**src/include/spi_bridge_cfg.svh**
```systemverilog
//////////////////////////////
// Widths, opcodes and SFR limits for the SPI register bridge.
// The frame format fixes one nibble and one byte of address.
//////////////////////////////
`ifndef SPI_BRIDGE_CFG_SVH
`define SPI_BRIDGE_CFG_SVH

`define SB_ADDR_W     12
`define SB_SFR_W      16
`define SB_WORD_W     32

`define SB_SFR_COUNT  64
`define SB_SFR_ID     16'hB51D

`define SB_OP_RD_SFR  4'h0
`define SB_OP_WR_SFR  4'h1
`define SB_OP_RD_WORD 4'h2
`define SB_OP_WR_WORD 4'h3

`endif

```
**src/logic/spi_bridge_pkg.sv**
```systemverilog
//////////////////////////////
// Shared types for the SPI register bridge.
//////////////////////////////
`include "spi_bridge_cfg.svh"

package spi_bridge_pkg;

    typedef logic [7:0]              byte_t;
    typedef logic [`SB_ADDR_W-1:0]   addr_t;
    typedef logic [`SB_SFR_W-1:0]    sfr_data_t;
    typedef logic [`SB_WORD_W-1:0]   word_t;
    typedef logic [3:0]              opcode_t;

    // one state per byte still expected in the current frame.
    typedef enum logic [4:0] {
        ST_DISCARD,
        ST_RD_SFR_ADDR,
        ST_RD_SFR_B0,
        ST_RD_SFR_B1,
        ST_WR_SFR_ADDR,
        ST_WR_SFR_B0,
        ST_WR_SFR_B1,
        ST_RD_WORD_ADDR,
        ST_RD_WORD_B0,
        ST_RD_WORD_B1,
        ST_RD_WORD_B2,
        ST_RD_WORD_B3,
        ST_WR_WORD_ADDR,
        ST_WR_WORD_B0,
        ST_WR_WORD_B1,
        ST_WR_WORD_B2,
        ST_WR_WORD_B3
    } ctrl_state_t;

endpackage

```
**src/logic/spi_byte_slave.sv**
```systemverilog
//////////////////////////////
// SPI mode 0 byte slave with CS_N active low.
// SCLK half period must be at least 4 clk cycles.
//////////////////////////////
`timescale 1ns/1ps

module spi_byte_slave
    import spi_bridge_pkg::*;
(
    input  logic  clk,
    input  logic  rst,
    input  logic  sclk,
    input  logic  cs_n,
    input  logic  mosi,
    output logic  miso,
    output byte_t rx_byte,
    output logic  rx_valid,
    output logic  rx_first,
    output logic  frame_end,
    output logic  tx_load,
    input  byte_t tx_byte
);

    logic       sclk_meta;
    logic       sclk_sync;
    logic       sclk_prev;
    logic       cs_meta;
    logic       cs_sync;
    logic       cs_prev;
    logic       mosi_meta;
    logic       mosi_sync;
    logic       sclk_rise;
    logic       sclk_fall;
    logic       cs_fall;
    logic       cs_rise;
    logic       cs_active;
    logic [2:0] bit_cnt;
    logic [6:0] rx_sr;
    logic       first_pend;
    byte_t      tx_sr;

    always_ff @(posedge clk) begin
        if (rst) begin
            sclk_meta <= 1'b0;
            sclk_sync <= 1'b0;
            sclk_prev <= 1'b0;
            cs_meta   <= 1'b1;   // bus idle, so no edge is seen out of reset.
            cs_sync   <= 1'b1;
            cs_prev   <= 1'b1;
        end else begin
            sclk_meta <= sclk;
            sclk_sync <= sclk_meta;
            sclk_prev <= sclk_sync;
            cs_meta   <= cs_n;
            cs_sync   <= cs_meta;
            cs_prev   <= cs_sync;
        end
    end

    always_ff @(posedge clk) begin
        mosi_meta <= mosi;
        mosi_sync <= mosi_meta;  // same depth as sclk, so data lines up with its edge.
    end

    assign sclk_rise = sclk_sync & ~sclk_prev;
    assign sclk_fall = ~sclk_sync & sclk_prev;
    assign cs_fall   = ~cs_sync & cs_prev;
    assign cs_rise   = cs_sync & ~cs_prev;
    assign cs_active = ~cs_sync;

    always_ff @(posedge clk) begin
        if (rst) begin
            bit_cnt    <= 3'd0;
            rx_valid   <= 1'b0;
            rx_first   <= 1'b0;
            first_pend <= 1'b0;
            frame_end  <= 1'b0;
            tx_load    <= 1'b0;
        end else begin
            rx_valid  <= 1'b0;
            frame_end <= cs_rise;
            tx_load   <= rx_valid;
            if (cs_fall) begin
                first_pend <= 1'b1;
            end
            if (!cs_active) begin
                bit_cnt <= 3'd0;
            end else if (sclk_rise) begin
                bit_cnt <= bit_cnt + 3'd1;
                if (bit_cnt == 3'd7) begin
                    rx_valid   <= 1'b1;
                    rx_first   <= first_pend;
                    first_pend <= 1'b0;
                end
            end
        end
    end

    always_ff @(posedge clk) begin
        if (cs_active && sclk_rise) begin
            rx_sr <= {rx_sr[5:0], mosi_sync};
            if (bit_cnt == 3'd7) begin
                rx_byte <= {rx_sr, mosi_sync};
            end
        end
    end

    // the first falling edge after a load puts the reply msb on the pin.
    always_ff @(posedge clk) begin
        if (rst || !cs_active) begin
            miso  <= 1'b0;
            tx_sr <= 8'h00;
        end else if (tx_load) begin
            tx_sr <= tx_byte;
        end else if (sclk_fall) begin
            miso  <= tx_sr[7];
            tx_sr <= {tx_sr[6:0], 1'b0};
        end
    end

endmodule

```
**config.mk**
```make
export PLATFORM = sky130hd
export DESIGN_NAME = spi_byte_slave
export DESIGN_NICKNAME = d
export VERILOG_FILES = /design/src/logic/spi_bridge_pkg.sv /design/src/logic/spi_byte_slave.sv
export VERILOG_INCLUDE_DIRS = /design/src /design/src/include
export SDC_FILE = /design/constraint.sdc
export NUM_CORES = 1
export LEC_CHECK = 0
export BUFFER_PORTS_ARGS = -buffer_cell sky130_fd_sc_hd__buf_2
export CORE_MARGIN = 2
export CORE_UTILIZATION = 51
export CTS_BUF_LIST = sky130_fd_sc_hd__clkbuf_8 sky130_fd_sc_hd__clkbuf_16
export DETAILED_ROUTE_END_ITERATION = 8
export GPL_TIMING_DRIVEN = 0
export HOLD_SLACK_MARGIN = 0.12
export PLACE_DENSITY = 0.74
export SLEW_MARGIN = 10
export SYNTH_ARGS = -nofsm -noshare
export SYNTH_HDL_FRONTEND = slang
export SYNTH_SLANG_ARGS = --single-unit
export TNS_END_PERCENT = 20
```
**constraint.sdc**
```tcl
create_clock -name clk -period 1.5 [get_ports clk]
set_input_delay 0.225 -clock clk [delete_from_list [all_inputs] [get_ports clk]]
set_output_delay 0.225 -clock clk [all_outputs]
set_load 0.03 [all_outputs]
```
Word-level counts from Yosys, hierarchy flattened
Cells that the tools add are included.
{"block": "word_totals", "regBits": 40, "wordCells": 45, "out_inout_bits": 13, "in_bits": 13}
{"block": "classes", "eq_ne": 1, "bitwise_logic": 10, "muxes": 7, "n_reduce_logical": 8, "addsub": 1}
{"cell": "$mux 8", "n": 2}
{"cell": "$not 1->1", "n": 6}
{"cell": "$mux 1", "n": 5}
{"cell": "$and 1x1->1", "n": 4}
{"cell": "$reduce_and 2->1", "n": 2}
{"cell": "$add 3x1->3 const B", "n": 1}
{"cell": "$eq 3x3->1 const B", "n": 1}
{"cell": "$reduce_and 3->1", "n": 1}
{"cell": "$reduce_or 3->1", "n": 1}
{"cell": "$reduce_bool 2->1", "n": 1}
{"cell": "$reduce_or 2->1", "n": 1}
{"cell": "$logic_and 1x1->1", "n": 1}
{"cell": "$logic_or 1x1->1", "n": 1}

Depth between registers and ports, before layout
{"block": "depth", "ltp_word": 6, "mapped_depth": 5, "depth_no_buf": 5}

Worst setup path before layout
No wires, ideal clock.
{"block": "synth_path", "path_kind": "register to register", "startpoint": "reg bit_cnt[0]", "endpoint": "reg rx_first", "arrival_time_ps": 1145, "setup_time_ps": 126, "period_less_slack_ps": 1271, "t_required_ps": 1374, "path_stages_with_launch": 6, "path_buffers": 0, "setup_slack_ps": 229, "path_cell_list": "dfxtp_1 -> ha_1 -> ha_1 -> and4bb_4 -> mux2i_1 -> nor2_1"}
{"block": "synth_via", "elab_chain_len": 2}
{"element": "from (decl)", "line_no": "spi_byte_slave.sv:37", "rtl": "logic [2:0] bit_cnt;"}
{"element": "from (signal assigned)", "line_no": "spi_byte_slave.sv:89", "rtl": "bit_cnt <= bit_cnt + 3'd1;"}
{"element": "$eq 3x3->1", "line_no": "spi_byte_slave.sv:90", "rtl": "if (bit_cnt == 3'd7) begin"}
{"element": "$reduce_and 3->1 (no line)"}
{"element": "to (signal assigned)", "line_no": "spi_byte_slave.sv:92", "rtl": "rx_first <= first_pend;"}
{"element": "to (decl)", "line_no": "spi_byte_slave.sv:18", "rtl": "output logic rx_first,"}
Every way passes these cells.
A chain may end at the register's enable or synchronous reset.

Worst setup path in the final report
Same ends and word-level chain as after synthesis.

==> flow_summary.json <==
{
  "synthFlopType": "dfxtp_1",
  "syn_to_final_growth_pct": 21.0,
  "place_hpwl_um": 1430,
  "clkPwrFrac": 0.412,
  "drv_cap": 0,
  "synth.top_cells.by_count": "25 x dfxtp_1, 15 x edfxtp_1, 9 x nand2_1",
  "netlist-cell-type-count": 30,
  "synth-seq-area-share": 0.675,
  "overflow": 0,
  "relSlewSlack": 0.762,
  "final_nets": 156,
  "drive_gt1_frac": 0.331,
  "yosysTopAreaCellShare": 0.355,
  "grt_pass1_wl_um": 3380,
  "post_drt_via_cell_ratio": 5.01,
  "power_switching_share": 0.185,
  "rsz0062_at_grt": "no",
  "seq_power_share": 0.561,
  "antenna_cells": 0,
  "core_area_sq_um": 2690,
  "syn_nets": 122,
  "wire_per_inst_um": 11.6,
  "fin_util": 0.634,
  "port_buffers": 25,
  "ant_nets": 0,
  "synth_largest_area_cell": "dfxtp_1",
  "p_switching_uw": 374,
  "die_y_um": 56.6,
  "place_ws_ns": 0.100,
  "clock-root-buffer": "clkbuf_8",
  "pin_count": 26,
  "endpoint_kind": "flip-flop",
  "syn_area_per_cell_sq_um": 13.2,
  "grt_pass1_vias": 815,
  "max_clock_freq_ghz": 0.718,
  "path_clk_slew_ns": 0.07,
  "multi_input_area_sq_um": 400,
  "numCtsBuffers": 5,
  "start_util": 0.524,
  "clk_path_buf_depth": 2,
  "hold_violations": 0,
  "tightestPinTransition_ns": 0.356,
  "combPwrFrac": 0.027,
  "finalClockSkew_ns": 0.00585,
  "power_leakage_nw": 0.653,
  "worstPathMaxFanout": 11,
  "startpoint_type": "flip-flop",
  "syn_inst": 107,
  "antenna_found_initial": 0,
  "fin_crit_sh": 0.928,
  "min_period_ns": 1.39,
  "vias": 867,
  "yosysMostFrequentCell": "dfxtp_1",
  "h-tree-depth": 2,
  "cts_tree": "done",
  "status": "completed",
  "grt_max_degree": 14,
  "total_power_mw": 2.03,
  "drcViolationCount": 0,
  "fin_ws_ns": 0.107,
  "seq_area_sq_um": 951,
  "setup_viol": 0,
  "synth_edf_count": 15,
  "track_usage": 0.143,
  "arrival_ns": 1.56,
  "route.final.wire_length_um": 2010,
  "async_flop_share": 0,
  "tns_ns": 0,
  "hold_class": "input port to flip-flop",
  "synth_area_sq_um": 1410,
  "drv_slew": 0,
  "first_pass_iters": 4,
  "synth_area_leaders": "dfxtp_1 36%, edfxtp_1 32%, nor2b_1 3.6%",
  "required_ns": 1.67,
  "p_per_area_nw_per_um2": 1190,
  "rows": 19,
  "insertion_delay_ns": 0.28,
  "die_w_um": 56.6,
  "crit_type": "flip-flop to flip-flop",
  "n_fill_cell": 217,
  "die_area_sq_um": 3200,
  "p_int_mw": 1.65,
  "ys_ff_latch": 40,
  "peakVddDrop_v": 0.00105,
  "cts_sinks": 40,
  "place_congestion": 0.711,
  "ys_warn_count": 0,
  "drt_iter0_markers": 14
}
state kept, by name, indices dropped and copies added, names as in the netlist:
| signal | cells |
|---|---|
| rx_byte | 8 |
| tx_sr | 8 |
| rx_sr | 7 |
| bit_cnt | 3 |
| cs_meta | 1 |
| cs_prev | 1 |
| cs_sync | 1 |
| first_pend | 1 |
| frame_end | 1 |
| miso | 1 |
| mosi_meta | 1 |
| mosi_sync | 1 |
| rx_first | 1 |
| rx_valid | 1 |
| sclk_meta | 1 |
| sclk_prev | 1 |
| sclk_sync | 1 |
| tx_load | 1 |
final timing paths:
path | start | end | slack (ns) | depth (start not counted)
max | bit_cnt[0] | rx_first | 0.11 | 5
min | sclk | sclk_meta | 0.15 | 2
max reg2reg | bit_cnt[0] | rx_first | 0.11 | 5
min reg2reg | mosi_meta | mosi_sync | 0.33 | 0
layout make-up:
type | instances | area share
Sequential cell | 40 | 0.558
Multi-Input combinational cell | 59 | 0.235
Timing Repair Buffer | 27 | 0.0852
Clock buffer | 5 | 0.0404
Buffer | 6 | 0.0294
Clock inverter | 3 | 0.0250
Tap cell | 31 | 0.0228
Inverter | 2 | 0.00441
layer usage:
metal	wire [um]	GRT usage	vias up
met3	115	0.0507	8
met1	841	0.160	396
met2	1000	0.239	24
li1	-	-	439
met5	0	0	-
met4	48	0.0714	0
power by group through the flow:
stage	Combinational (mW)	Clock (mW)	Sequential [mW]
4_1_cts	0.0551	0.862	1.14
3_3_place_gp	0.0501	0	1.16
5_1_grt	0.0606	0.907	1.14
2_1_floorplan	0.0290	0	1.16
6_report	0.0547	0.836	1.14
3_5_place_dp	0.0509	0	1.16
placed cells by master, fill, tap and decap left out, types with 3 or more instances in the layout:
cell | Yosys | final
nor2b_1 | 8 | 8
edfxtp_1 | 15 | 15
o21bai_2 | 3 | 3
dfxtp_1 | 25 | 25
mux2i_1 | 4 | 4
nand2_1 | 9 | 9
buf_6 | 3 | 3
nor2_1 | 5 | 5
clkbuf_8 | 0 | 5
a21oi_1 | 3 | 3
nor3_1 | 6 | 6
buf_2 | 1 | 26
a31oi_1 | 4 | 4
worst max-delay path, cell delays in order, from the launching register on:
cell	delay, ns
dfxtp_1	0.35
ha_1	0.16
ha_1	0.14
and4bb_4	0.36
mux2i_1	0.20
nor2_1	0.05
logic make-up (layout without fill, tap and decap cells):
group           after synthesis  in the layout  synth area share
flops                        40             40             0.675
simple gates                 39             39             0.162
compound gates               13             13            0.0701
buf+inv                       8             43            0.0408
mux                           4              4            0.0284
fa+ha+maj                     2              2            0.0178
xor+xnor                      1              1           0.00622
metrics by stage:
step	area [sq um]	instances	hold slack (ns)
CTS	1700	173	0.141
detailed placement	1570	163	0.314
finish	1700	173	0.152
global placement	1570	163	0.312
global route	1700	173	0.169
floorplan	1410	107	0.253
what timing repair did:
item / 4_1_cts / 5_1_grt
setup buffers: 0 / 0
resized for setup: 0 / 0
hold buffers: 2 / 0
endpoints found under the setup margin: 0 / 0
endpoints found under the hold margin: 2 / 0
Power figures use the tool's default switching activity.
