`config.mk`:
```
export PLATFORM = sky130hd
export DESIGN_NAME = spi_cmd_ctrl
export DESIGN_NICKNAME = d
export VERILOG_FILES = /design/src/logic/spi_bridge_pkg.sv /design/src/logic/spi_cmd_ctrl.sv
export VERILOG_INCLUDE_DIRS = /design/src /design/src/include
export SDC_FILE = /design/constraint.sdc
export NUM_CORES = 1
export LEC_CHECK = 0
export ABC_AREA = 1
export BUFFER_PORTS_ARGS = -buffer_cell sky130_fd_sc_hd__buf_4
export CAP_MARGIN = 40
export CORE_ASPECT_RATIO = 1.5
export CORE_MARGIN = 8
export CORE_UTILIZATION = 30
export DETAILED_ROUTE_END_ITERATION = 12
export SLEW_MARGIN = 20
export SYNTH_ARGS = -nofsm -noshare
export SYNTH_HDL_FRONTEND = slang
export SYNTH_SLANG_ARGS = --single-unit
```
`constraint.sdc`:
```
create_clock -name clk -period 2.39 [get_ports clk]
set_clock_uncertainty 0.2 [all_clocks]
set_input_delay 0.3585 -clock clk [delete_from_list [all_inputs] [get_ports clk]]
set_output_delay 0.3585 -clock clk [all_outputs]
set_load 0.02 [all_outputs]
```
`src/include/spi_bridge_cfg.svh`:
```
//////////////////////////////
// Widths, opcodes and SFR limits for the SPI register bridge.
// The frame format fixes one nibble and one byte of address.
//////////////////////////////
`ifndef SPI_BRIDGE_CFG_SVH
`define SPI_BRIDGE_CFG_SVH

`define SB_ADDR_W     12
`define SB_SFR_W      16
`define SB_WORD_W     32

`define SB_SFR_COUNT  64
`define SB_SFR_ID     16'hB51D

`define SB_OP_RD_SFR  4'h0
`define SB_OP_WR_SFR  4'h1
`define SB_OP_RD_WORD 4'h2
`define SB_OP_WR_WORD 4'h3

`endif

```
`src/logic/spi_bridge_pkg.sv`:
```
//////////////////////////////
// Shared types for the SPI register bridge.
//////////////////////////////
`include "spi_bridge_cfg.svh"

package spi_bridge_pkg;

    typedef logic [7:0]              byte_t;
    typedef logic [`SB_ADDR_W-1:0]   addr_t;
    typedef logic [`SB_SFR_W-1:0]    sfr_data_t;
    typedef logic [`SB_WORD_W-1:0]   word_t;
    typedef logic [3:0]              opcode_t;

    // one state per byte still expected in the current frame.
    typedef enum logic [4:0] {
        ST_DISCARD,
        ST_RD_SFR_ADDR,
        ST_RD_SFR_B0,
        ST_RD_SFR_B1,
        ST_WR_SFR_ADDR,
        ST_WR_SFR_B0,
        ST_WR_SFR_B1,
        ST_RD_WORD_ADDR,
        ST_RD_WORD_B0,
        ST_RD_WORD_B1,
        ST_RD_WORD_B2,
        ST_RD_WORD_B3,
        ST_WR_WORD_ADDR,
        ST_WR_WORD_B0,
        ST_WR_WORD_B1,
        ST_WR_WORD_B2,
        ST_WR_WORD_B3
    } ctrl_state_t;

endpackage

```
`src/logic/spi_cmd_ctrl.sv`:
```
//////////////////////////////
// Frame decoder for the SPI register bridge.
// Unknown opcodes and surplus bytes are dropped until CS_N rises.
// Read data must arrive one clk after the read strobe.
//////////////////////////////
`timescale 1ns/1ps
`include "spi_bridge_cfg.svh"

module spi_cmd_ctrl
    import spi_bridge_pkg::*;
(
    input  logic      clk,
    input  logic      rst,
    input  byte_t     rx_byte,
    input  logic      rx_valid,
    input  logic      rx_first,
    input  logic      frame_end,
    input  logic      tx_load,
    output byte_t     tx_byte,
    output addr_t     sfr_addr,
    output sfr_data_t sfr_wdata,
    output logic      sfr_wr,
    output logic      sfr_rd,
    input  sfr_data_t sfr_rdata,
    output addr_t     word_addr,
    output word_t     word_wdata,
    output logic      word_wr,
    output logic      word_rd,
    input  word_t     word_rdata
);

    ctrl_state_t                state;
    ctrl_state_t                state_next;
    opcode_t                    op;
    logic [`SB_ADDR_W-9:0]      addr_hi;
    byte_t                      addr_lo;
    byte_t                      data0;
    byte_t                      data1;
    byte_t                      data2;
    word_t                      reply;
    word_t                      fresh;
    word_t                      cur_reply;
    addr_t                      acc_addr;
    logic                       rd_pend;
    logic                       byte_in;
    logic                       rd_addr_byte;

    assign op      = opcode_t'(rx_byte[7:4]);
    assign byte_in = rx_valid & ~rx_first;

    always_ff @(posedge clk) begin
        if (rst) begin
            state   <= ST_DISCARD;
            rd_pend <= 1'b0;
        end else begin
            state   <= state_next;
            rd_pend <= sfr_rd | word_rd;
        end
    end

    always_comb begin
        state_next = state;
        if (frame_end) begin
            state_next = ST_DISCARD;
        end else if (rx_valid && rx_first) begin
            case (op)
                `SB_OP_RD_SFR:  state_next = ST_RD_SFR_ADDR;
                `SB_OP_WR_SFR:  state_next = ST_WR_SFR_ADDR;
                `SB_OP_RD_WORD: state_next = ST_RD_WORD_ADDR;
                `SB_OP_WR_WORD: state_next = ST_WR_WORD_ADDR;
                default:        state_next = ST_DISCARD;
            endcase
        end else if (rx_valid) begin
            case (state)
                ST_RD_SFR_ADDR:  state_next = ST_RD_SFR_B0;
                ST_RD_SFR_B0:    state_next = ST_RD_SFR_B1;
                ST_WR_SFR_ADDR:  state_next = ST_WR_SFR_B0;
                ST_WR_SFR_B0:    state_next = ST_WR_SFR_B1;
                ST_RD_WORD_ADDR: state_next = ST_RD_WORD_B0;
                ST_RD_WORD_B0:   state_next = ST_RD_WORD_B1;
                ST_RD_WORD_B1:   state_next = ST_RD_WORD_B2;
                ST_RD_WORD_B2:   state_next = ST_RD_WORD_B3;
                ST_WR_WORD_ADDR: state_next = ST_WR_WORD_B0;
                ST_WR_WORD_B0:   state_next = ST_WR_WORD_B1;
                ST_WR_WORD_B1:   state_next = ST_WR_WORD_B2;
                ST_WR_WORD_B2:   state_next = ST_WR_WORD_B3;
                default:         state_next = ST_DISCARD;
            endcase
        end
    end

    always_ff @(posedge clk) begin
        if (rx_valid && rx_first) begin
            addr_hi <= rx_byte[`SB_ADDR_W-9:0];
        end
        if (byte_in && (state == ST_WR_SFR_ADDR || state == ST_WR_WORD_ADDR)) begin
            addr_lo <= rx_byte;
        end
        if (byte_in && (state == ST_WR_SFR_B0 || state == ST_WR_WORD_B0)) begin
            data0 <= rx_byte;
        end
        if (byte_in && state == ST_WR_WORD_B1) begin
            data1 <= rx_byte;
        end
        if (byte_in && state == ST_WR_WORD_B2) begin
            data2 <= rx_byte;
        end
        if (tx_load && rd_pend) begin
            reply <= fresh;  // held until the last reply byte of the read.
        end
    end

    // reads start on the address byte itself, writes use the latched address.
    assign rd_addr_byte = (state == ST_RD_SFR_ADDR) || (state == ST_RD_WORD_ADDR);
    assign acc_addr     = rd_addr_byte ? {addr_hi, rx_byte} : {addr_hi, addr_lo};

    assign sfr_addr   = acc_addr;
    assign sfr_wdata  = {data0, rx_byte};
    assign sfr_rd     = byte_in && (state == ST_RD_SFR_ADDR);
    assign sfr_wr     = byte_in && (state == ST_WR_SFR_B1);

    assign word_addr  = acc_addr;
    assign word_wdata = {data0, data1, data2, rx_byte};
    assign word_rd    = byte_in && (state == ST_RD_WORD_ADDR);
    assign word_wr    = byte_in && (state == ST_WR_WORD_B3);

    // the load right after the address byte takes the data straight from the target.
    assign fresh     = (state == ST_RD_SFR_B0) ? word_t'(sfr_rdata) : word_rdata;
    assign cur_reply = rd_pend ? fresh : reply;

    always_comb begin
        case (state)
            ST_RD_SFR_B0:  tx_byte = cur_reply[15:8];
            ST_RD_SFR_B1:  tx_byte = cur_reply[7:0];
            ST_RD_WORD_B0: tx_byte = cur_reply[31:24];
            ST_RD_WORD_B1: tx_byte = cur_reply[23:16];
            ST_RD_WORD_B2: tx_byte = cur_reply[15:8];
            ST_RD_WORD_B3: tx_byte = cur_reply[7:0];
            default:       tx_byte = 8'h00;
        endcase
    end

endmodule

```
# Word level (Yosys, flattened, before mapping)
# Memory sizes are Yosys's and may differ from the RTL's. A register that Yosys moved wholly into a read port is not among the register bits.
# Cells that the tools add are included.
word_totals:
  ff_bits: 74
  romBits: 80
  in_bits: 62
  out_inout_bits: 84
  elab_cells: 59
  mem_count: 1
op_classes:
  eq_ne: 19
  n_mux: 10
  bitwise_logic: 3
  reduce_logical: 18
memory_table:
  columns: ["memory", "words", "word_bits", "read_ports", "rd_clocked_by_memory_dff", "wr", "line_no", "rtl"]
  rows:
  - ["(name not given)", 16, 5, 1, 1, 0, "spi_cmd_ctrl.sv:74", "case (state)"]
ops:
  columns: ["op", "count"]
  rows:
  - ["$mux W32", 2]
  - ["$eq A5 B4 Y1 const B", 8]
  - ["$pmux W8 S4", 1]
  - ["$eq A5 B3 Y1 const B", 4]
  - ["$pmux W4 S4", 1]
  - ["$mux W5", 3]
  - ["$eq A5 B2 Y1 const B", 2]
  - ["$logic_and A1 B1 Y1", 10]
  - ["$eq A4 B2 Y1 const B", 2]
  - ["$mux W4", 2]
  - ["$mux W8", 1]
  - ["$reduce_or A2 Y1", 3]
  - ["$eq A5 B1 Y1 const B", 1]
  - ["$eq A5 B5 Y1 const B", 1]
  - ["$eq A4 B1 Y1 const B", 1]
  - ["$logic_not A4 Y1", 1]
  - ["$logic_or A1 B1 Y1", 3]
  - ["$reduce_bool A2 Y1", 1]
  - ["$and A1 B1 Y1", 1]
  - ["$not A1 Y1", 1]
  - ["$or A1 B1 Y1", 1]

# Logic depth before layout (Yosys ltp)
# Gate-level depths: netlist of run 1.
logic_depth:
  depth_word: 5
  mapped_depth: 12

# Worst setup path after synthesis of run 1
# No wires, ideal clock.
synth_timing:
  path_kind: "register to register"
  startpoint: "register rd_pend"
  endpoint: "register reply[0], enable pin"
  setup_time_ns: 0.387
  arrival_ns: 1.552
  required_time_ns: 1.803
  path_slack_ns: 0.251
  path_stages_with_launch: 6
  synth_period_minus_slack_ns: 2.139
  path_cell_list: "dfxtp_1 -> buf_2 -> buf_2 -> buf_2 -> nand2_1 -> inv_1"
synth_between:
  elab_chain_len: 1
synth_rtl:
  columns: ["element", "line_no", "rtl"]
  rows:
  - ["start, declared", "spi_cmd_ctrl.sv:44", "logic rd_pend;"]
  - ["start signal, assigned", "spi_cmd_ctrl.sv:57", "rd_pend <= sfr_rd | word_rd;"]
  - ["$logic_and A1 B1 Y1", "spi_cmd_ctrl.sv:108", "if (tx_load && rd_pend) begin"]
  - ["end signal, assigned", "spi_cmd_ctrl.sv:109", "reply <= fresh;"]
  - ["end, declared", "spi_cmd_ctrl.sv:40", "word_t reply;"]
# Every way passes these cells.
# A chain may end at the register's enable or synchronous reset.

# Final worst setup path of run 1
layout_timing:
  startpoint: "register state[1]"
  endpoint: "output tx_byte[1]"
layout_between:
  elab_chain_len: 4
  word_cells_on_any_way: 11
  classes_between: "eq/ne (6); mux (3); reduce/logical (2)"
layout_rtl:
  columns: ["element", "line_no", "rtl"]
  rows:
  - ["start, declared", "spi_cmd_ctrl.sv:32", "ctrl_state_t state;"]
  - ["start signal, assigned", "spi_cmd_ctrl.sv:56", "state <= state_next;"]
  - ["$eq A5 B2 Y1", "spi_cmd_ctrl.sv:128, spi_cmd_ctrl.sv:132", null]
  - ["$mux W32", "spi_cmd_ctrl.sv:128", "assign fresh = (state == ST_RD_SFR_B0) ? word_t'(sfr_rdata) : word_rdata;"]
  - ["$mux W32", "spi_cmd_ctrl.sv:129", "assign cur_reply = rd_pend ? fresh : reply;"]
  - ["$pmux W8 S4 (*)", "spi_cmd_ctrl.sv:132", "case (state)"]
  - ["end, declared", "spi_cmd_ctrl.sv:19", "output byte_t tx_byte,"]
# Every way passes the cells marked *; elsewhere a longest branch is shown, timed or not.

==> flow_metrics.py, run 1 <==
metrics = {
    "clock_tree": {
        "cts.sinks": 79,
        "cts_max_path_buffers": 2,
        "path_clk_slew_ns": 0.06,
        "clock_latency_ns": 0.33,
        "cts_made_buffers": 9,
        "cts.htree.levels": 3,
        "cts_root_buffer": "clkbuf_16",
        "cts_tree": "built",
    },
    "setup_path": {
        "cp_cell_sequence": "inv_6 > nor2_4 > buf_6 > nand3_4 > nand2_2 > nand2_1 > nand2_1 > nand2_2 > inv_2 > nand3_2 > buf_6",
        "end_kind": "output pin",
        "rr_startpoint": "state[4]",
        "worstPathMaxFanout": 8,
        "required_ns": 1.83,
        "worstPathArrival_ns": 1.80,
        "critPathSlowestCell": "dfxtp_4",
        "path_buf_inv": 4,
        "path_delay_family": "simple AND/OR/NAND/NOR gates",
        "critPathKind": "reg2out",
        "worst_r2r_path_depth": 10,
        "r2r_setup_slack_ns": 0.29,
        "slowest_delay_ns": 0.38,
        "start_kind": "flop",
    },
    "placement": {
        "place_ws_ns": 0.171,
        "io_buffers": 145,
        "dp_hpwl_mm": 9.07,
        "place.gp.congestion": 0.873,
    },
    "drt": {
        "ant_nets": 0,
        "routed_wl_mm": 12.4,
        "drc_errors": 0,
        "firstDrtPassIters": 4,
        "viasPerCell": 4.53,
        "via_count": 3586,
        "drt_iter0_drc": 126,
        "avgRoutedWirePerCell_um": 15.6,
    },
    "timing": {
        "finalSetupViolations": 0,
        "maxSlewViolCount": 0,
        "max_freq_ghz": 0.425,
        "slew-limit-headroom_pct": 67.4,
        "hold_violations": 0,
        "fin_crit_sh_pct": 98.5,
        "worst_slew_pin_slew_ns": 0.485,
        "fin_crit_ns": 2.35,
        "holdWs_ns": 0.0207,
        "fin_ws_ns": 0.0350,
        "rsz0062_at_grt": "true",
    },
    "logic_synthesis": {
        "synth-seq-cells": 79,
        "synthesis.nets": 561,
        "synthTopCellsByCount": "nand2_1, nor2_1, edfxtp_1, nand3_1, inv_1",
        "ys_warn_count": 0,
        "mappedNetlistArea_um2": 4220,
        "yosysSeqAreaShare_pct": 53.6,
        "netlist.top_cell.by_area": "edfxtp_1",
        "synth_edf_count": 68,
        "async_flop_share_pct": 0,
        "netlist_instances": 494,
        "synthFlopType": "edfxtp_1",
        "synth.most_common_cell": "nand2_1",
        "avgSynthCellArea_um2": 8.54,
        "ys_top_cells_by_area": "edfxtp_1, nand2_1, nor2_1",
        "yosysTopAreaCellShare_pct": 48.4,
        "synth.distinct_cells": 31,
    },
    "grt": {
        "antenna_found_initial": 0,
        "grt_pass1_vias": 3794,
        "grt_pass1_wl_mm": 19.3,
        "grt.overflow.total": 0,
        "grt_max_degree": 66,
        "grt_util_all_layers_pct": 13.6,
    },
    "outcome": {
        "run_status": "finished clean",
    },
    "layout": {
        "num_antenna_cells": 0,
        "drive_gt1_share_pct": 39.1,
        "area_delta_synth_final_pct": 40.6,
        "nets": 689,
        "fin_util_pct": 42.8,
    },
    "floorplan": {
        "coreArea_um2": 13900,
        "dieArea_um2": 18200,
        "die_y_um": 161,
        "ios": 146,
        "initial_core_util_pct": 30.4,
        "die-width_um": 113,
        "rows": 53,
    },
    "hold_path": {
        "min_delay_path_depth": 2,
        "hold_end": "rd_pend",
        "hp-start": "rst",
        "hp-class": "in2reg",
    },
    "pwr": {
        "p_leak_nw": 2.69,
        "powerDensity_nw_per_um2": 555,
        "irDropWorstVdd_v": 0.000330,
    },
    "flow_run": {
        "maxCapViolCount": 0,
    },
}
stage by stage:
stage                     power [mW]  instance area [um^2]  setup TNS, ns  cells
after floorplan                 1.65                  4220              0    494
after global placement          1.78                  5250              0    761
after detailed placement        1.78                  5250              0    761
after CTS                       3.34                  5740        -0.0426    789
after global routing            3.42                  5930         -0.944    792
final                           3.29                  5930              0    792
state kept, by name (all words and copies together), names as in the netlist, named ones only:
register and cells:
addr_lo 8, data2 8, addr_hi 4, state 5
reply 32, data1 8, data0 8, rd_pend 1
area by class of cell:
cell class                      count  area, um^2
Sequential cell                    79        2270
Clock inverter                      7         111
Tap cell                          165         206
Fill cell                        1341        7930
Multi-Input combinational cell    320        1610
Timing Repair Buffer              165        1310
Inverter                           47         190
Clock buffer                        9         225
worst reg2reg max path: stages (launching register included):
cell	delay, ns
dfxtp_1	0.36
buf_4	0.19
nor2_1	0.30
nand2_1	0.09
o211ai_1	0.13
nand2_1	0.20
ha_1	0.25
inv_1	0.06
nand3_1	0.07
nand3_1	0.10
nand2_1	0.05
layer usage:
metal  share of wire [%]  vias to the layer above  track usage [%]
met4                 2.0                        0             6.96
met1                  36                     1619             13.1
li1                    -                     1806                -
met5                   0                        -                0
met2                  53                      149             24.6
met3                 8.7                       12             5.01
report_power, final:
part	internal (mW)	switching, mW	total [mW]
logic	0.122	0.135	0.256
clock network	0.942	0.590	1.53
registers	1.50	0.00396	1.50
total	2.56	0.729	3.29
cells in the final DEF, fill, tap and decap left out, types with 7 or more instances in the layout:
cell and instances:
inv_1 35, nor2_1 80, clkbuf_16 9, nand3_1 45
nand3_2 9, buf_4 152, nand2_1 133, nand2_2 22
buf_6 10, inv_2 7, edfxtp_1 68
how the worst max path moves through the flow:
stage,start,depth (start not counted),end,slack [ns]
6_report,state[1],11,tx_byte[1],0.04
3_5_place_dp,state[1],8,tx_byte[2],0.17
3_3_place_gp,state[1],8,tx_byte[2],0.22
5_1_grt,state[1],11,tx_byte[1],-0.08
2_1_floorplan,rd_pend,5,reply[0],0.25
4_1_cts,state[1],9,tx_byte[2],-0.01
cells by family after synthesis:
| kind of cell | synth area share [%] |
|---|---|
| AO/OA/AOI/OAI | 1.01 |
| buffers and inverters | 12.9 |
| flip-flops | 53.6 |
| adder cells (fa/ha/maj) | 1.48 |
| AND/OR/NAND/NOR | 30.9 |
what timing repair did:
action / in CTS / in global routing
resized for setup: 12 / 48
pin swaps: 5 / 13
cloned: 3 / 0
setup endpoints to repair: 24 / 25
setup buffers: 9 / 3
hold buffers: 0 / 0
Power figures use the tool's default switching activity.
==> run 2: changes to the inputs <==
--- a/config.mk
+++ b/config.mk
@@ -11,8 +11,9 @@
 export CAP_MARGIN = 40
 export CORE_ASPECT_RATIO = 1.5
 export CORE_MARGIN = 8
-export CORE_UTILIZATION = 30
+export CORE_UTILIZATION = 50
 export DETAILED_ROUTE_END_ITERATION = 12
+export PLACE_DENSITY = 0.8
 export SLEW_MARGIN = 20
 export SYNTH_ARGS = -nofsm -noshare
 export SYNTH_HDL_FRONTEND = slang
==> run 2 against run 1 <==
Net effect: critical endpoint is now tx_byte[4]; worst hold slack got worse by 0.0091 ns; sequential power about the same; the flow now finishes with violations (setup timing); setup slack got worse by 0.073 ns; die area decreased by 36%; via count increased by 6.9%; cell count decreased by 7.4%; maximum frequency decreased by 3.0%; utilization increased by 26 points; global-route usage increased by 6.5 points.
==> flow_metrics.py, run 2 (synthesized netlist as in run 1, its figures left out) <==
metrics = {
    "grt": {
        "antenna_found_initial": 0,
        "met1_usage_pct": 18.4,
        "grt.overflow.total": 0,
        "use_met2_pct": 37.0,
        "busiest_layer": "met2",
        "use_met3_pct": 5.30,
        "grt_pass1_wl_mm": 18.6,
        "grt_max_degree": 54,
        "grt_pass1_vias": 3911,
        "grt_util_all_layers_pct": 20.1,
    },
    "clock_tree": {
        "cts.htree.levels": 3,
        "cts_tree": "built",
        "cts_max_path_buffers": 2,
        "cts_made_buffers": 9,
        "cts.sinks": 79,
        "clock_latency_ns": 0.33,
        "path_clk_slew_ns": 0.06,
        "cts_root_buffer": "clkbuf_16",
    },
    "floorplan": {
        "dieArea_um2": 11700,
        "die-width_um": 91.0,
        "rows": 41,
        "coreArea_um2": 8310,
        "die_y_um": 128,
        "initial_core_util_pct": 50.7,
        "ios": 146,
    },
    "layout": {
        "instances_no_fill": 733,
        "num_antenna_cells": 0,
        "area_delta_synth_final_pct": 36.5,
        "nFillCells": 640,
        "regMostFlops": "reply",
        "drive_gt1_share_pct": 37.4,
        "final_cell_mix": "buf_4, nand2_1, nor2_1, edfxtp_1, nand3_1",
        "largest_reg_flops": 32,
        "fin_util_pct": 69.3,
        "nets": 688,
        "layout_commonest_cell": "buf_4",
    },
    "placement": {
        "numPlacedInstances": 703,
        "place_ws_ns": 0.142,
        "io_buffers": 145,
        "place.gp.congestion": 0.897,
        "dp_hpwl_mm": 8.70,
    },
    "drt": {
        "drt_iter0_drc": 289,
        "avgRoutedWirePerCell_um": 16.7,
        "via_count": 3834,
        "routed_wl_mm": 12.2,
        "ant_nets": 0,
        "firstDrtPassIters": 5,
        "viasPerCell": 5.23,
        "drc_errors": 0,
    },
    "outcome": {
        "run_status": "finished with violations",
        "violations": "setup timing",
    },
    "timing": {
        "fin_crit_ns": 2.43,
        "maxSlewViolCount": 0,
        "finalSetupViolations": 6,
        "hold_violations": 0,
        "slew-limit-headroom_pct": 66.4,
        "worst_slew_pin_slew_ns": 0.499,
        "max_freq_ghz": 0.412,
        "rsz0062_at_grt": "true",
        "fin_crit_sh_pct": 102,
        "fin_ws_ns": -0.0380,
    },
    "setup_path": {
        "start_kind": "flop",
        "critPathKind": "reg2out",
        "required_ns": 1.83,
        "end_kind": "output pin",
        "worstPathArrival_ns": 1.87,
        "worstPathMaxFanout": 8,
    },
    "pwr": {
        "irDropWorstVdd_v": 0.000344,
        "total_power_mw": 3.17,
        "p_leak_nw": 2.63,
        "powerDensity_nw_per_um2": 551,
    },
    "hold_path": {
        "hp-class": "in2reg",
    },
    "flow_run": {
        "maxCapViolCount": 0,
    },
}
==> run 2: path summary, 6_finish.rpt <==
path	startpoint	cells after the start	slack, ns	to
max	state[1]	9	-0.04	tx_byte[4]
min	rst	2	0.01	rd_pend
min reg2reg	flop	2	0.24	state[4]
max reg2reg	state[4]	10	0.48	flop
==> run 2: timing repair <==
action	4_1_cts	5_1_grt
setup endpoints to repair	8	24
resized for setup	16	27
buffers inserted	7	4
gates cloned	3	0
pin swaps	5	12
hold buffers	0	0
==> run 2: report_power, final <==
| part | internal, mW | switching, mW | leakage, nW |
|---|---|---|---|
| clock network | 0.904 | 0.510 | 0.147 |
| registers | 1.50 | 0.00419 | 0.705 |
| logic | 0.121 | 0.131 | 1.78 |
==> run 2: worst max-delay path, stage by stage (launching register included) <==
cell	delay [ns]
dfxtp_4	0.37
inv_6	0.05
nor2_4	0.17
buf_12	0.15
nand3_4	0.16
nand2_1	0.16
nand3_1	0.11
nand2_1	0.10
nand3_1	0.10
buf_4	0.17
==> run 2: layer usage <==
layer	wire [um]	share of wire, %
met1	4040	33
met3	1030	8.5
met5	0	0
met2	6610	54
met4	526	4.3
==> run 2: metrics by stage <==
stage	cell area [um^2]	setup TNS (ns)	hold slack, ns
3_5_place_dp	5160	0	0.241
5_1_grt	5760	-1.73	0.0132
4_1_cts	5640	-0.0227	0.00401
6_report	5760	-0.137	0.0115
2_1_floorplan	4220	0	0.223
3_3_place_gp	5160	0	0.226
==> run 2: cell type report <==
class	instances	area (um^2)	share of cell area (%)
sequential	79	2270	39.5
multi-input combinational	320	1560	27.0
timing repair buffer	164	1290	22.4
clock buffer	9	225	3.91
inverter	47	190	3.30
tap	107	134	2.33
clock inverter	7	87.6	1.52
==> run 3: changes to the inputs <==
==> constraint.sdc (replaced) <==
create_clock -name clk -period 2.3 [get_ports clk]
set_clock_uncertainty 0.2 [all_clocks]
set_input_delay 0.345 -clock clk [delete_from_list [all_inputs] [get_ports clk]]
set_output_delay 0.345 -clock clk [all_outputs]
set_load 0.02 [all_outputs]
==> run 3 against run 2 <==
Net effect: the run still ends with setup timing left; design area is 2.1% higher; worst hold slack better by 0.041 ns; setup slack got worse by 0.0058 ns; cell count is 1.5% higher; first-iteration DRC count up 43%; critical path depth up 1; power up 2.1%; count of clock-buffer cells in the layout grew 2; critical endpoint is now tx_byte[5]; largest cell class unchanged; largest power group unchanged.
==> flow_metrics.py, run 3 (synthesized netlist as in run 1, its figures left out) <==
metrics = {
    "pwr": {
        "p_leak_nw": 2.69,
        "total_power_mw": 3.24,
        "powerDensity_nw_per_um2": 551,
        "irDropWorstVdd_v": 0.000339,
    },
    "setup_path": {
        "cp_cell_sequence": "buf_6 > nor2_4 > buf_6 > nand3_4 > nor2_1 > nand2_1 > nand2_1 > inv_2 > nand3_1 > buf_4",
        "critPathKind": "reg2out",
        "r2r_setup_slack_ns": 0.36,
        "slowest_delay_ns": 0.35,
        "end_kind": "output pin",
        "start_kind": "flop",
        "required_ns": 1.75,
        "worstPathArrival_ns": 1.80,
        "critPathSlowestCell": "dfxtp_4",
        "path_delay_family": "simple AND/OR/NAND/NOR gates",
        "worst_r2r_path_depth": 8,
        "path_buf_inv": 4,
        "rr_startpoint": "state[4]",
        "worstPathMaxFanout": 8,
    },
    "drt": {
        "via_count": 3935,
        "drc_errors": 0,
        "firstDrtPassIters": 5,
        "routed_wl_mm": 12.5,
        "ant_nets": 0,
        "avgRoutedWirePerCell_um": 16.8,
        "drt_iter0_drc": 413,
        "viasPerCell": 5.29,
    },
    "layout": {
        "instances_no_fill": 744,
        "nets": 699,
        "area_delta_synth_final_pct": 39.4,
        "num_antenna_cells": 0,
        "seq_area_um2": 2280,
        "layout_commonest_cell": "buf_4",
        "nFillCells": 583,
        "multi_input_area_um2": 1600,
        "fin_util_pct": 70.7,
        "drive_gt1_share_pct": 39.6,
        "largest_reg_flops": 32,
        "final_cell_mix": "buf_4, nand2_1, nor2_1, edfxtp_1, nand3_1",
        "regMostFlops": "reply",
    },
    "timing": {
        "max_freq_ghz": 0.427,
        "fin_crit_sh_pct": 102,
        "slew-limit-headroom_pct": 71.0,
        "setup_tns_ns": -0.103,
        "fin_ws_ns": -0.0438,
        "maxSlewViolCount": 0,
        "finalSetupViolations": 4,
        "hold_violations": 0,
        "worst_slew_pin_slew_ns": 0.431,
        "fin_crit_ns": 2.34,
        "rsz0062_at_grt": "true",
    },
    "grt": {
        "antenna_found_initial": 0,
        "grt.overflow.total": 0,
        "grt_pass1_vias": 4053,
        "grt_pass1_wl_mm": 19.4,
        "grt_util_all_layers_pct": 20.8,
        "grt_max_degree": 54,
    },
    "placement": {
        "place_ws_ns": 0.0761,
        "io_buffers": 145,
        "dp_hpwl_mm": 8.62,
        "numPlacedInstances": 704,
        "place.gp.congestion": 0.911,
    },
    "clock_tree": {
        "cts_root_buffer": "clkbuf_16",
        "cts_max_path_buffers": 2,
        "cts.sinks": 79,
        "cts.htree.levels": 3,
        "cts_tree": "built",
        "cts_made_buffers": 9,
        "path_clk_slew_ns": 0.06,
        "clock_latency_ns": 0.33,
    },
    "floorplan": {
        "initial_core_util_pct": 50.7,
        "die-width_um": 91.0,
        "dieArea_um2": 11700,
        "die_y_um": 128,
        "ios": 146,
        "coreArea_um2": 8310,
        "rows": 41,
    },
    "outcome": {
        "violations": "setup timing",
        "run_status": "finished with violations",
    },
    "hold_path": {
        "hp-start": "rx_byte[2]",
        "hp-class": "in2reg",
        "hold_end": "data1[2]",
        "min_delay_path_depth": 1,
    },
    "flow_run": {
        "maxCapViolCount": 0,
    },
}
-- run 3: how the worst max path moves through the flow --
stage | cells past startpoint | slack [ns] | endpoint | startpoint
final | 10 | -0.04 | tx_byte[5] | state[2]
after global routing | 10 | -0.12 | tx_byte[4] | state[2]
after CTS | 10 | -0.01 | tx_byte[1] | state[3]
after detailed placement | 10 | 0.08 | tx_byte[5] | state[1]
after global placement | 10 | 0.12 | tx_byte[5] | state[1]
after floorplan | 5 | 0.16 | reply[0] | rd_pend
-- run 3: repair_timing --
item                                    CTS  global route
hold buffers                              1             0
pin swaps                                 9            15
endpoints found under the setup margin   24            24
setup buffers                            14             6
cloned                                    4             0
hold endpoints to repair                  1             0
resized for setup                        29            37
-- run 3: final cells by class --
cell class	count	area share, %
Sequential cell	79	38.8
Timing Repair inverter	1	0.106
Multi-Input combinational cell	320	27.3
Clock buffer	11	4.13
Tap cell	107	2.28
Inverter	47	3.32
Clock inverter	5	0.979
Timing Repair Buffer	174	23.1
-- run 3: per-layer routing --
layer | track usage, % | wire length (um) | up-vias
met2 | 37.6 | 6520 | 251
li1 | - | - | 1839
met5 | 0 | 0 | -
met4 | 15.2 | 734 | 0
met3 | 6.53 | 1120 | 61
met1 | 19.1 | 4090 | 1784
-- run 3: power by group --
| group | internal [mW] | switching [mW] |
|---|---|---|
| combinational | 0.129 | 0.141 |
| clock | 0.869 | 0.537 |
| sequential | 1.56 | 0.00414 |
-- run 3: metrics by stage --
step	hold slack, ns	cell area [um^2]
final	0.0523	5880
after global routing	0.0419	5880
after CTS	0.0430	5740
after detailed placement	0.239	5170
after global placement	0.235	5170
after floorplan	0.215	4220
-- run 3: worst register-to-register path, cell delays in order (launching register included) --
cell	delay (ns)
dfxtp_2	0.38
buf_4	0.18
nor2_1	0.18
nand2_1	0.07
o211ai_1	0.13
nand2_1	0.19
ha_1	0.32
o21bai_1	0.10
nand2_1	0.07
